**config.mk**
```make
export PLATFORM = sky130hd
export DESIGN_NAME = core_top
export DESIGN_NICKNAME = d
export VERILOG_FILES = /design/src/logic/core_pkg.sv /design/src/logic/core_top.sv /design/src/logic/writeback_unit.sv /design/src/logic/execute_unit.sv /design/src/logic/register_file.sv /design/src/logic/decode_unit.sv /design/src/logic/fetch_unit.sv
export VERILOG_INCLUDE_DIRS = /design/src /design/src/logic
export SDC_FILE = /design/constraint.sdc
export NUM_CORES = 2
export LEC_CHECK = 0
export BUFFER_PORTS_ARGS = -buffer_cell sky130_fd_sc_hd__buf_2
export CORE_MARGIN = 2
export CORE_UTILIZATION = 40
export CTS_CLUSTER_DIAMETER = 30
export CTS_CLUSTER_SIZE = 30
export DETAILED_ROUTE_END_ITERATION = 10
export GPL_TIMING_DRIVEN = 0
export RECOVER_POWER = 100
export REMOVE_ABC_BUFFERS = 1
export SYNTH_ARGS = -nofsm -noshare
export SYNTH_HDL_FRONTEND = slang
export SYNTH_HIERARCHICAL = 1
export SYNTH_SLANG_ARGS = --single-unit
```
**constraint.sdc**
```tcl
create_clock -name clk_i -period 7.38 [get_ports clk_i]
set_clock_uncertainty 0.2 [all_clocks]
set_input_delay 2.214 -clock clk_i [delete_from_list [all_inputs] [get_ports clk_i]]
set_output_delay 2.214 -clock clk_i [all_outputs]
set_load 0.005 [all_outputs]
```
**src/logic/core_defs.svh**
```systemverilog
`ifndef CORE_DEFS_SVH
`define CORE_DEFS_SVH

// data path width
`define CORE_XLEN 32

// register file geometry
`define CORE_REG_BITS 5
`define CORE_REG_COUNT 32

// wishbone word address, byte address without the low two bits
`define CORE_ADR_BITS 30

// first fetch after reset
`define CORE_RESET_PC 32'h0000_0000

// pc step per instruction
`define CORE_INSN_BYTES 32'd4

`endif
```
**src/logic/core_pkg.sv**
```systemverilog
`include "core_defs.svh"

package core_pkg;

  typedef logic [`CORE_XLEN-1:0]     word_t;
  typedef logic [`CORE_REG_BITS-1:0] reg_addr_t;

  // major opcodes, values are insn[6:0]
  typedef enum logic [6:0] {
    OPC_OP     = 7'b0110011,
    OPC_OP_IMM = 7'b0010011,
    OPC_LUI    = 7'b0110111,
    OPC_BRANCH = 7'b1100011,
    OPC_NOP    = 7'b0000000
  } opcode_e;

  typedef enum logic [3:0] {
    ALU_ADD    = 4'd0,
    ALU_SUB    = 4'd1,
    ALU_SLL    = 4'd2,
    ALU_SLT    = 4'd3,
    ALU_SLTU   = 4'd4,
    ALU_XOR    = 4'd5,
    ALU_SRL    = 4'd6,
    ALU_SRA    = 4'd7,
    ALU_OR     = 4'd8,
    ALU_AND    = 4'd9,
    ALU_PASS_B = 4'd10
  } alu_op_e;

  // branch conditions, encoded as funct3
  typedef enum logic [2:0] {
    BEQ  = 3'b000,
    BNE  = 3'b001,
    BLT  = 3'b100,
    BGE  = 3'b101,
    BLTU = 3'b110,
    BGEU = 3'b111
  } branch_cond_e;

  //////////////////////////////////////////////////
  // stage payloads
  //////////////////////////////////////////////////

  typedef struct packed {
    logic  valid;
    word_t pc;
    word_t insn;
  } fetch_t;

  typedef struct packed {
    logic         valid;
    word_t        pc;
    alu_op_e      alu_op;
    logic         use_imm;
    word_t        imm;
    reg_addr_t    rs1;
    reg_addr_t    rs2;
    reg_addr_t    rd;
    logic         is_branch;
    branch_cond_e branch_cond;
  } decoded_t;

  typedef struct packed {
    logic      valid;
    reg_addr_t rd;
    word_t     result;
    logic      branch_taken;
    word_t     branch_target;
  } exec_t;

  typedef struct packed {
    reg_addr_t rd;
    word_t     data;
  } retire_t;

  typedef struct packed {
    logic  taken;
    word_t target;
  } redirect_t;

endpackage

```
**src/logic/core_top.sv**
```systemverilog
`timescale 1ns/1ps
`include "core_defs.svh"

module core_top import core_pkg::*; (
  input  logic                      clk_i,
  input  logic                      reset_i,
  output logic                      cyc_o,
  output logic                      stb_o,
  output logic [`CORE_ADR_BITS-1:0] adr_o,
  input  word_t                     dat_i,
  input  logic                      ack_i,
  output retire_t                   retire_o,
  output logic                      retire_valid_o
);

  redirect_t redirect;
  fetch_t    fetch;
  decoded_t  decoded;
  exec_t     exec_s;
  exec_t     wb_s;
  word_t     rs1_data;
  word_t     rs2_data;
  logic      rf_we;
  reg_addr_t rf_rd;
  word_t     rf_data;

  //////////////////////////////////////////////////
  // front end
  //////////////////////////////////////////////////

  fetch_unit u_fetch (
    .clk_i      (clk_i),
    .reset_i    (reset_i),
    .redirect_i (redirect),
    .cyc_o      (cyc_o),
    .stb_o      (stb_o),
    .adr_o      (adr_o),
    .dat_i      (dat_i),
    .ack_i      (ack_i),
    .fetch_o    (fetch)
  );

  decode_unit u_decode (
    .clk_i     (clk_i),
    .reset_i   (reset_i),
    .flush_i   (redirect.taken),
    .fetch_i   (fetch),
    .decoded_o (decoded)
  );

  // read in the execute cycle, indices come from the decode register
  register_file u_regfile (
    .clk_i      (clk_i),
    .reset_i    (reset_i),
    .rs1_i      (decoded.rs1),
    .rs2_i      (decoded.rs2),
    .rs1_data_o (rs1_data),
    .rs2_data_o (rs2_data),
    .we_i       (rf_we),
    .rd_i       (rf_rd),
    .rd_data_i  (rf_data)
  );

  //////////////////////////////////////////////////
  // back end
  //////////////////////////////////////////////////

  execute_unit u_execute (
    .clk_i      (clk_i),
    .reset_i    (reset_i),
    .flush_i    (redirect.taken),
    .decoded_i  (decoded),
    .rs1_data_i (rs1_data),
    .rs2_data_i (rs2_data),
    .wb_i       (wb_s),
    .exec_o     (exec_s)
  );

  writeback_unit u_writeback (
    .clk_i          (clk_i),
    .reset_i        (reset_i),
    .exec_i         (exec_s),
    .wb_o           (wb_s),
    .we_o           (rf_we),
    .rd_o           (rf_rd),
    .rd_data_o      (rf_data),
    .retire_o       (retire_o),
    .retire_valid_o (retire_valid_o),
    .redirect_o     (redirect)
  );

endmodule

```
**src/logic/writeback_unit.sv**
```systemverilog
`timescale 1ns/1ps

module writeback_unit import core_pkg::*; (
  input  logic      clk_i,
  input  logic      reset_i,
  input  exec_t     exec_i,
  output exec_t     wb_o,
  output logic      we_o,
  output reg_addr_t rd_o,
  output word_t     rd_data_o,
  output retire_t   retire_o,
  output logic      retire_valid_o,
  output redirect_t redirect_o
);

  exec_t wb_q;
  logic  redirect_taken;
  logic  commit;

  // taken branch in the commit slot
  assign redirect_taken = wb_q.valid & wb_q.branch_taken;

  // the entry behind a taken branch is squashed
  always_ff @(posedge clk_i) begin
    if (reset_i) begin
      wb_q.valid <= 1'b0;
    end else begin
      wb_q       <= exec_i;
      wb_q.valid <= exec_i.valid & ~redirect_taken;
    end
  end

  //////////////////////////////////////////////////
  // commit and retire
  //////////////////////////////////////////////////

  assign commit = wb_q.valid & (wb_q.rd != '0);

  assign we_o      = commit;
  assign rd_o      = wb_q.rd;
  assign rd_data_o = wb_q.result;

  assign retire_o.rd    = wb_q.rd;
  assign retire_o.data  = wb_q.result;
  assign retire_valid_o = commit;

  assign redirect_o.taken  = redirect_taken;
  assign redirect_o.target = wb_q.branch_target;

  assign wb_o = wb_q;

endmodule

```
**src/logic/execute_unit.sv**
```systemverilog
`timescale 1ns/1ps

module execute_unit import core_pkg::*; (
  input  logic     clk_i,
  input  logic     reset_i,
  input  logic     flush_i,
  input  decoded_t decoded_i,
  input  word_t    rs1_data_i,
  input  word_t    rs2_data_i,
  input  exec_t    wb_i,
  output exec_t    exec_o
);

  word_t op_a;
  word_t op_b_reg;
  word_t op_b;
  word_t alu_result;
  logic  is_eq;
  logic  is_lt_u;
  logic  is_lt_s;
  logic  cond_met;
  exec_t exec_d;
  exec_t exec_q;

  // youngest producer first
  function automatic word_t forward_operand(
    input reg_addr_t rs,
    input word_t     rf_data,
    input exec_t     ex,
    input exec_t     wb
  );
    if (ex.valid && rs != '0 && ex.rd == rs) begin
      return ex.result;
    end else if (wb.valid && rs != '0 && wb.rd == rs) begin
      return wb.result;
    end
    return rf_data;
  endfunction

  //////////////////////////////////////////////////
  // operands
  //////////////////////////////////////////////////

  assign op_a     = forward_operand(decoded_i.rs1, rs1_data_i, exec_q, wb_i);
  assign op_b_reg = forward_operand(decoded_i.rs2, rs2_data_i, exec_q, wb_i);
  assign op_b     = decoded_i.use_imm ? decoded_i.imm : op_b_reg;

  //////////////////////////////////////////////////
  // alu
  //////////////////////////////////////////////////

  always_comb begin
    case (decoded_i.alu_op)
      ALU_ADD:    alu_result = op_a + op_b;
      ALU_SUB:    alu_result = op_a - op_b;
      ALU_SLL:    alu_result = op_a << op_b[4:0];
      ALU_SLT:    alu_result = {31'b0, $signed(op_a) < $signed(op_b)};
      ALU_SLTU:   alu_result = {31'b0, op_a < op_b};
      ALU_XOR:    alu_result = op_a ^ op_b;
      ALU_SRL:    alu_result = op_a >> op_b[4:0];
      ALU_SRA:    alu_result = $signed(op_a) >>> op_b[4:0];
      ALU_OR:     alu_result = op_a | op_b;
      ALU_AND:    alu_result = op_a & op_b;
      ALU_PASS_B: alu_result = op_b;
      default:    alu_result = '0;
    endcase
  end

  // compare flags for branches, always on the two registers
  assign is_eq   = (op_a == op_b_reg);
  assign is_lt_u = (op_a < op_b_reg);
  assign is_lt_s = ($signed(op_a) < $signed(op_b_reg));

  always_comb begin
    case (decoded_i.branch_cond)
      BEQ:     cond_met = is_eq;
      BNE:     cond_met = ~is_eq;
      BLT:     cond_met = is_lt_s;
      BGE:     cond_met = ~is_lt_s;
      BLTU:    cond_met = is_lt_u;
      BGEU:    cond_met = ~is_lt_u;
      default: cond_met = 1'b0;
    endcase
  end

  always_comb begin
    exec_d.valid         = decoded_i.valid & ~flush_i;
    exec_d.rd            = decoded_i.rd;
    exec_d.result        = alu_result;
    exec_d.branch_taken  = decoded_i.is_branch & cond_met;
    exec_d.branch_target = decoded_i.pc + decoded_i.imm;
  end

  always_ff @(posedge clk_i) begin
    if (reset_i) begin
      exec_q.valid <= 1'b0;
    end else begin
      exec_q <= exec_d;
    end
  end

  assign exec_o = exec_q;

endmodule

```
**src/logic/register_file.sv**
```systemverilog
`timescale 1ns/1ps
`include "core_defs.svh"

module register_file import core_pkg::*; (
  input  logic      clk_i,
  input  logic      reset_i,
  input  reg_addr_t rs1_i,
  input  reg_addr_t rs2_i,
  output word_t     rs1_data_o,
  output word_t     rs2_data_o,
  input  logic      we_i,
  input  reg_addr_t rd_i,
  input  word_t     rd_data_i
);

  logic [`CORE_REG_COUNT-1:0][`CORE_XLEN-1:0] regs_q;

  // x0 reads zero, a same-cycle write is bypassed
  function automatic word_t read_port(
    input reg_addr_t                                  rs,
    input logic                                       we,
    input reg_addr_t                                  rd,
    input word_t                                      wdata,
    input logic [`CORE_REG_COUNT-1:0][`CORE_XLEN-1:0] regs
  );
    if (rs == '0) begin
      return '0;
    end else if (we && rd == rs) begin
      return wdata;
    end
    return regs[rs];
  endfunction

  assign rs1_data_o = read_port(rs1_i, we_i, rd_i, rd_data_i, regs_q);
  assign rs2_data_o = read_port(rs2_i, we_i, rd_i, rd_data_i, regs_q);

  always_ff @(posedge clk_i) begin
    if (reset_i) begin
      regs_q <= '0;
    end else if (we_i && rd_i != '0) begin
      regs_q[rd_i] <= rd_data_i;
    end
  end

endmodule

```
**src/logic/decode_unit.sv**
```systemverilog
`timescale 1ns/1ps

module decode_unit import core_pkg::*; (
  input  logic     clk_i,
  input  logic     reset_i,
  input  logic     flush_i,
  input  fetch_t   fetch_i,
  output decoded_t decoded_o
);

  word_t     insn;
  opcode_e   opcode;
  logic [2:0] funct3;
  logic      funct7_alt;
  reg_addr_t rd_field;
  word_t     imm_i;
  word_t     imm_u;
  word_t     imm_b;
  decoded_t  dec_d;
  decoded_t  dec_q;

  // shared by OP and OP_IMM, alt selects SUB / SRA
  function automatic alu_op_e alu_from_funct(input logic [2:0] f3, input logic alt);
    case (f3)
      3'b000:  return alt ? ALU_SUB : ALU_ADD;
      3'b001:  return ALU_SLL;
      3'b010:  return ALU_SLT;
      3'b011:  return ALU_SLTU;
      3'b100:  return ALU_XOR;
      3'b101:  return alt ? ALU_SRA : ALU_SRL;
      3'b110:  return ALU_OR;
      default: return ALU_AND;
    endcase
  endfunction

  //////////////////////////////////////////////////
  // field extraction
  //////////////////////////////////////////////////

  assign insn       = fetch_i.insn;
  assign funct3     = insn[14:12];
  assign funct7_alt = insn[30];
  assign rd_field   = insn[11:7];

  assign imm_i = {{20{insn[31]}}, insn[31:20]};
  assign imm_u = {insn[31:12], 12'b0};
  assign imm_b = {{19{insn[31]}}, insn[31], insn[7], insn[30:25], insn[11:8], 1'b0};

  always_comb begin
    case (insn[6:0])
      OPC_OP:     opcode = OPC_OP;
      OPC_OP_IMM: opcode = OPC_OP_IMM;
      OPC_LUI:    opcode = OPC_LUI;
      OPC_BRANCH: opcode = OPC_BRANCH;
      default:    opcode = OPC_NOP;
    endcase
  end

  // anything not listed stays a no-op with rd = x0
  always_comb begin
    dec_d             = '0;
    dec_d.valid       = fetch_i.valid & ~flush_i;
    dec_d.pc          = fetch_i.pc;
    dec_d.rs1         = insn[19:15];
    dec_d.rs2         = insn[24:20];
    dec_d.alu_op      = ALU_ADD;
    dec_d.branch_cond = BEQ;
    case (opcode)
      OPC_OP: begin
        dec_d.alu_op = alu_from_funct(funct3, funct7_alt);
        dec_d.rd     = rd_field;
      end
      OPC_OP_IMM: begin
        // bit 30 is part of the immediate except for shifts
        dec_d.alu_op  = alu_from_funct(funct3, funct7_alt & (funct3 == 3'b101));
        dec_d.use_imm = 1'b1;
        dec_d.imm     = imm_i;
        dec_d.rd      = rd_field;
      end
      OPC_LUI: begin
        dec_d.alu_op  = ALU_PASS_B;
        dec_d.use_imm = 1'b1;
        dec_d.imm     = imm_u;
        dec_d.rd      = rd_field;
      end
      OPC_BRANCH: begin
        // funct3 010/011 are reserved
        if (funct3[2:1] != 2'b01) begin
          dec_d.is_branch   = 1'b1;
          dec_d.branch_cond = branch_cond_e'(funct3);
          dec_d.imm         = imm_b;
        end
      end
      default: begin
      end
    endcase
  end

  always_ff @(posedge clk_i) begin
    if (reset_i) begin
      dec_q.valid <= 1'b0;
    end else begin
      dec_q <= dec_d;
    end
  end

  assign decoded_o = dec_q;

endmodule

```
**src/logic/fetch_unit.sv**
```systemverilog
`timescale 1ns/1ps
`include "core_defs.svh"

module fetch_unit import core_pkg::*; (
  input  logic                      clk_i,
  input  logic                      reset_i,
  input  redirect_t                 redirect_i,
  output logic                      cyc_o,
  output logic                      stb_o,
  output logic [`CORE_ADR_BITS-1:0] adr_o,
  input  word_t                     dat_i,
  input  logic                      ack_i,
  output fetch_t                    fetch_o
);

  word_t                     pc_q;
  logic                      busy_q;
  logic                      discard_q;
  logic [`CORE_ADR_BITS-1:0] adr_q;
  fetch_t                    fetch_q;
  word_t                     issue_pc;
  logic                      take_insn;

  // a redirect wins over the sequential pc
  assign issue_pc = redirect_i.taken ? redirect_i.target : pc_q;

  // data is only kept if nothing redirected us since the read opened
  assign take_insn = busy_q & ack_i & ~discard_q & ~redirect_i.taken;

  //////////////////////////////////////////////////
  // wishbone read sequencing
  //////////////////////////////////////////////////

  always_ff @(posedge clk_i) begin
    if (reset_i) begin
      pc_q      <= `CORE_RESET_PC;
      busy_q    <= 1'b0;
      discard_q <= 1'b0;
    end else if (!busy_q) begin
      // idle, open the next read
      busy_q <= 1'b1;
      adr_q  <= issue_pc[`CORE_XLEN-1:2];
      pc_q   <= issue_pc;
    end else if (ack_i) begin
      busy_q    <= 1'b0;
      discard_q <= 1'b0;
      pc_q      <= take_insn ? pc_q + `CORE_INSN_BYTES : issue_pc;
    end else if (redirect_i.taken) begin
      // read still in flight, drop its data when it lands
      pc_q      <= redirect_i.target;
      discard_q <= 1'b1;
    end
  end

  // fetch output register
  always_ff @(posedge clk_i) begin
    if (reset_i) begin
      fetch_q.valid <= 1'b0;
    end else begin
      fetch_q.valid <= take_insn;
      if (take_insn) begin
        fetch_q.pc   <= pc_q;
        fetch_q.insn <= dat_i;
      end
    end
  end

  assign cyc_o   = busy_q;
  assign stb_o   = busy_q;
  assign adr_o   = adr_q;
  assign fetch_o = fetch_q;

endmodule

```
==> results_dict.tcl <==
set metrics [dict create \
    cp-start-kind "flip-flop" \
    multiInputGateArea_um2 45600 \
    grtUsageTotal 0.335 \
    reg2reg_from "u_decode/decoded_o[16]" \
    ff2ff_setup_slack_ps -290 \
    hold_class "reg2reg" \
    crit_end "u_execute/exec_o[32]" \
    finalInstanceArea_um2 99400 \
    yosys_warnings 6 \
    violations "max-capacitance violations, max-slew violations, negative setup slack" \
    worst_pin_slew_ps 5040 \
    layout_commonest_cell "nand2_1" \
    syn_inst 8777 \
    holdWs_ps 157 \
    via_per_inst 6.49 \
    dp_hpwl_um 237000 \
    clock-sinks 1384 \
    cts_buffer_depth 4 \
    cpMaxStageDelayCell "a221oi_1" \
    grt_pass1_wl_um 504000 \
    tritoncts "built" \
    dieWidth_um 450 \
    path_delay_family "compound AO/OA/AOI/OAI gates" \
    via_count 75600 \
    numCtsBuffers 333 \
    maxSlewHeadroom -2.36 \
    place_area_um2 86600 \
    ff2ff_path_depth 21 \
    ctsHoldBuffers 0 \
    totalWireLength_um 353000 \
    end_kind "flip-flop" \
    r2r_end "u_execute/exec_o[32]" \
    crit_chain "buf_16 -> buf_16 -> buf_16 -> buf_16 -> clkinv_4 -> buf_12 -> nor2_4 -> a221oi_1 -> o21ai_1 -> a22o_1 -> o41ai_1 -> a31oi_2 -> ha_1 -> nand4_1 -> or2_2 -> nor3_1 -> nand2_1 -> nor4_1 -> xnor2_1 -> nor3_1 -> o21a_1" \
    hold_viol 0 \
    syn_area_um2 79500 \
    grt_max_degree 161 \
    postRouteAntennaNets 0 \
    wl_per_cell_um 30.4 \
    antenna_found_initial 14 \
    fmax_mhz 130 \
    core_area_um2 197000 \
    critical_path_depth 21 \
    path_max_fanout 17 \
    port_buffers 104 \
    h-tree-depth 5 \
    clkLatencyLatePin_ps 990 \
    setup_ws_ps -286 \
    maxSlewViolCount 864 \
    post_synth.cell_area_avg_um2 9.06 \
    final_nets 8938 \
    path_buf_inv 6 \
    leakage_nw 34.4 \
    firstDrtPassIters 8 \
    cts_root_buffer "clkbuf_16" \
    critical_path_arrival_ps 8140 \
    cp_common_cell "buf_16" \
    fillCellCount 17500 \
    io_pins 105 \
    grt_pass1_vias 72500 \
    drc_errors 0 \
    status "finished, violations left" \
    num_rows 163 \
    gp_congestion 1.03 \
    powerDensity_nw_per_um2 263 \
    die_area_um2 202000 \
    grt_overflow 0 \
    final_util 0.504 \
    setup_viol 13 \
    slowest_delay_ps 1160 \
    rsz0062_at_grt "yes" \
    fin_crit_ps 7670 \
    worst-setup-path-type "reg2reg" \
    required_ps 7850 \
    layout_common_cells "nand2_1 (2,247), a21oi_1 (1,156), dfxtp_1 (1,062), mux4_2 (519), clkbuf_16 (343)" \
    ir_drop_uv 270 \
    initial_core_util 0.403 \
    area_growth_pct 25.1 \
    seqCellArea_um2 30900 \
    drive_gt1_frac 0.206 \
    drv_cap 32 \
    period_share 1.04 \
    clkTransAtPathRegs_ps 40 \
    die_h_um 450 \
    drt-initial-drc-count 11500 \
    startpoint "u_decode/decoded_o[16]" \
]
how the worst min path moves through the flow:
stage | depth (start not counted) | from | to | slack (ps)
floorplan | 0 | u_fetch/fetch_o[32] | u_decode/decoded_o[56] | 200
global placement | 0 | u_fetch/fetch_o[33] | u_decode/decoded_o[57] | 200
detailed placement | 0 | u_fetch/fetch_o[52] | u_decode/decoded_o[76] | 200
CTS | 0 | u_execute/exec_o[0] | u_writeback/redirect_o[0] | 160
global route | 0 | u_execute/exec_o[0] | u_writeback/redirect_o[0] | 160
finish | 0 | u_decode/decoded_o[4] | u_execute/exec_o[65] | 160
power breakdown:
group	leakage, nW	switching [W]	internal [W]
Combinational	17.0	0.00180	0.000899
Sequential	11.7	0.000163	0.00793
Clock	5.66	0.00463	0.0107
Total	34.4	0.00660	0.0196
area by class of cell:
| class | count | share of cell area |
|---|---|---|
| tap | 2640 | 0.0332 |
| inverter | 141 | 0.00585 |
| antenna | 7 | 0.000176 |
| multi-input combinational | 6382 | 0.459 |
| timing repair buffer | 496 | 0.0734 |
| sequential | 1384 | 0.311 |
| clock buffer | 419 | 0.0925 |
| clock inverter | 171 | 0.0249 |
| timing repair inverter | 3 | 0.000226 |
registers in the layout, summed over array words and instances, names as in the netlist:
name and flops:
u_writeback/wb_o 2, u_regfile/regs_q 1024, u_fetch/fetch_o 65, u_fetch/cyc_o 1, u_fetch/pc_q 32, u_writeback/rd_o 5, u_writeback/rd_data_o 32, u_writeback/redirect_o 32
u_fetch/discard_q 1, u_decode/decoded_o 89, u_fetch/adr_o 30, u_execute/exec_o 71
worst reg2reg max path: cells and delay by family (launching register included):
family                     cells  cell delay, ps
DFF                            1             450
AOI/OAI and AO/OA              6            2540
and+or+nand+nor                7            2260
xor gates and xnor gates       1             210
adders and majority gates      1             480
buffers and inverters          6            1290
stage by stage:
| stage | total power, W | setup TNS (ps) | instances | setup WS, ps |
|---|---|---|---|---|
| 3_3_place_gp | 0.0104 | - | 10600 | -32730 |
| 2_1_floorplan | 0.00939 | -352850 | 7896 | -11740 |
| 4_1_cts | 0.0261 | 0 | 11600 | 1.06 |
| 3_5_place_dp | 0.0107 | -87310 | 10900 | -3490 |
| 5_1_grt | 0.0267 | -110 | 11600 | -45.7 |
| 6_report | 0.0262 | -1780 | 11600 | -286 |
timing repair:
item	CTS	global route
setup buffers	77	27
endpoints found under the setup margin	33	30
resized for setup	161	88
pin swaps	33	39
cloned	13	3
routing by layer:
| metal | global-route usage | part of all wire |
|---|---|---|
| met1 | 0.425 | 0.37 |
| met5 | 0 | 0.000048 |
| met3 | 0.120 | 0.13 |
| met4 | 0.222 | 0.080 |
| met2 | 0.478 | 0.41 |
No activity file was read; power rests on OpenSTA's default activity.
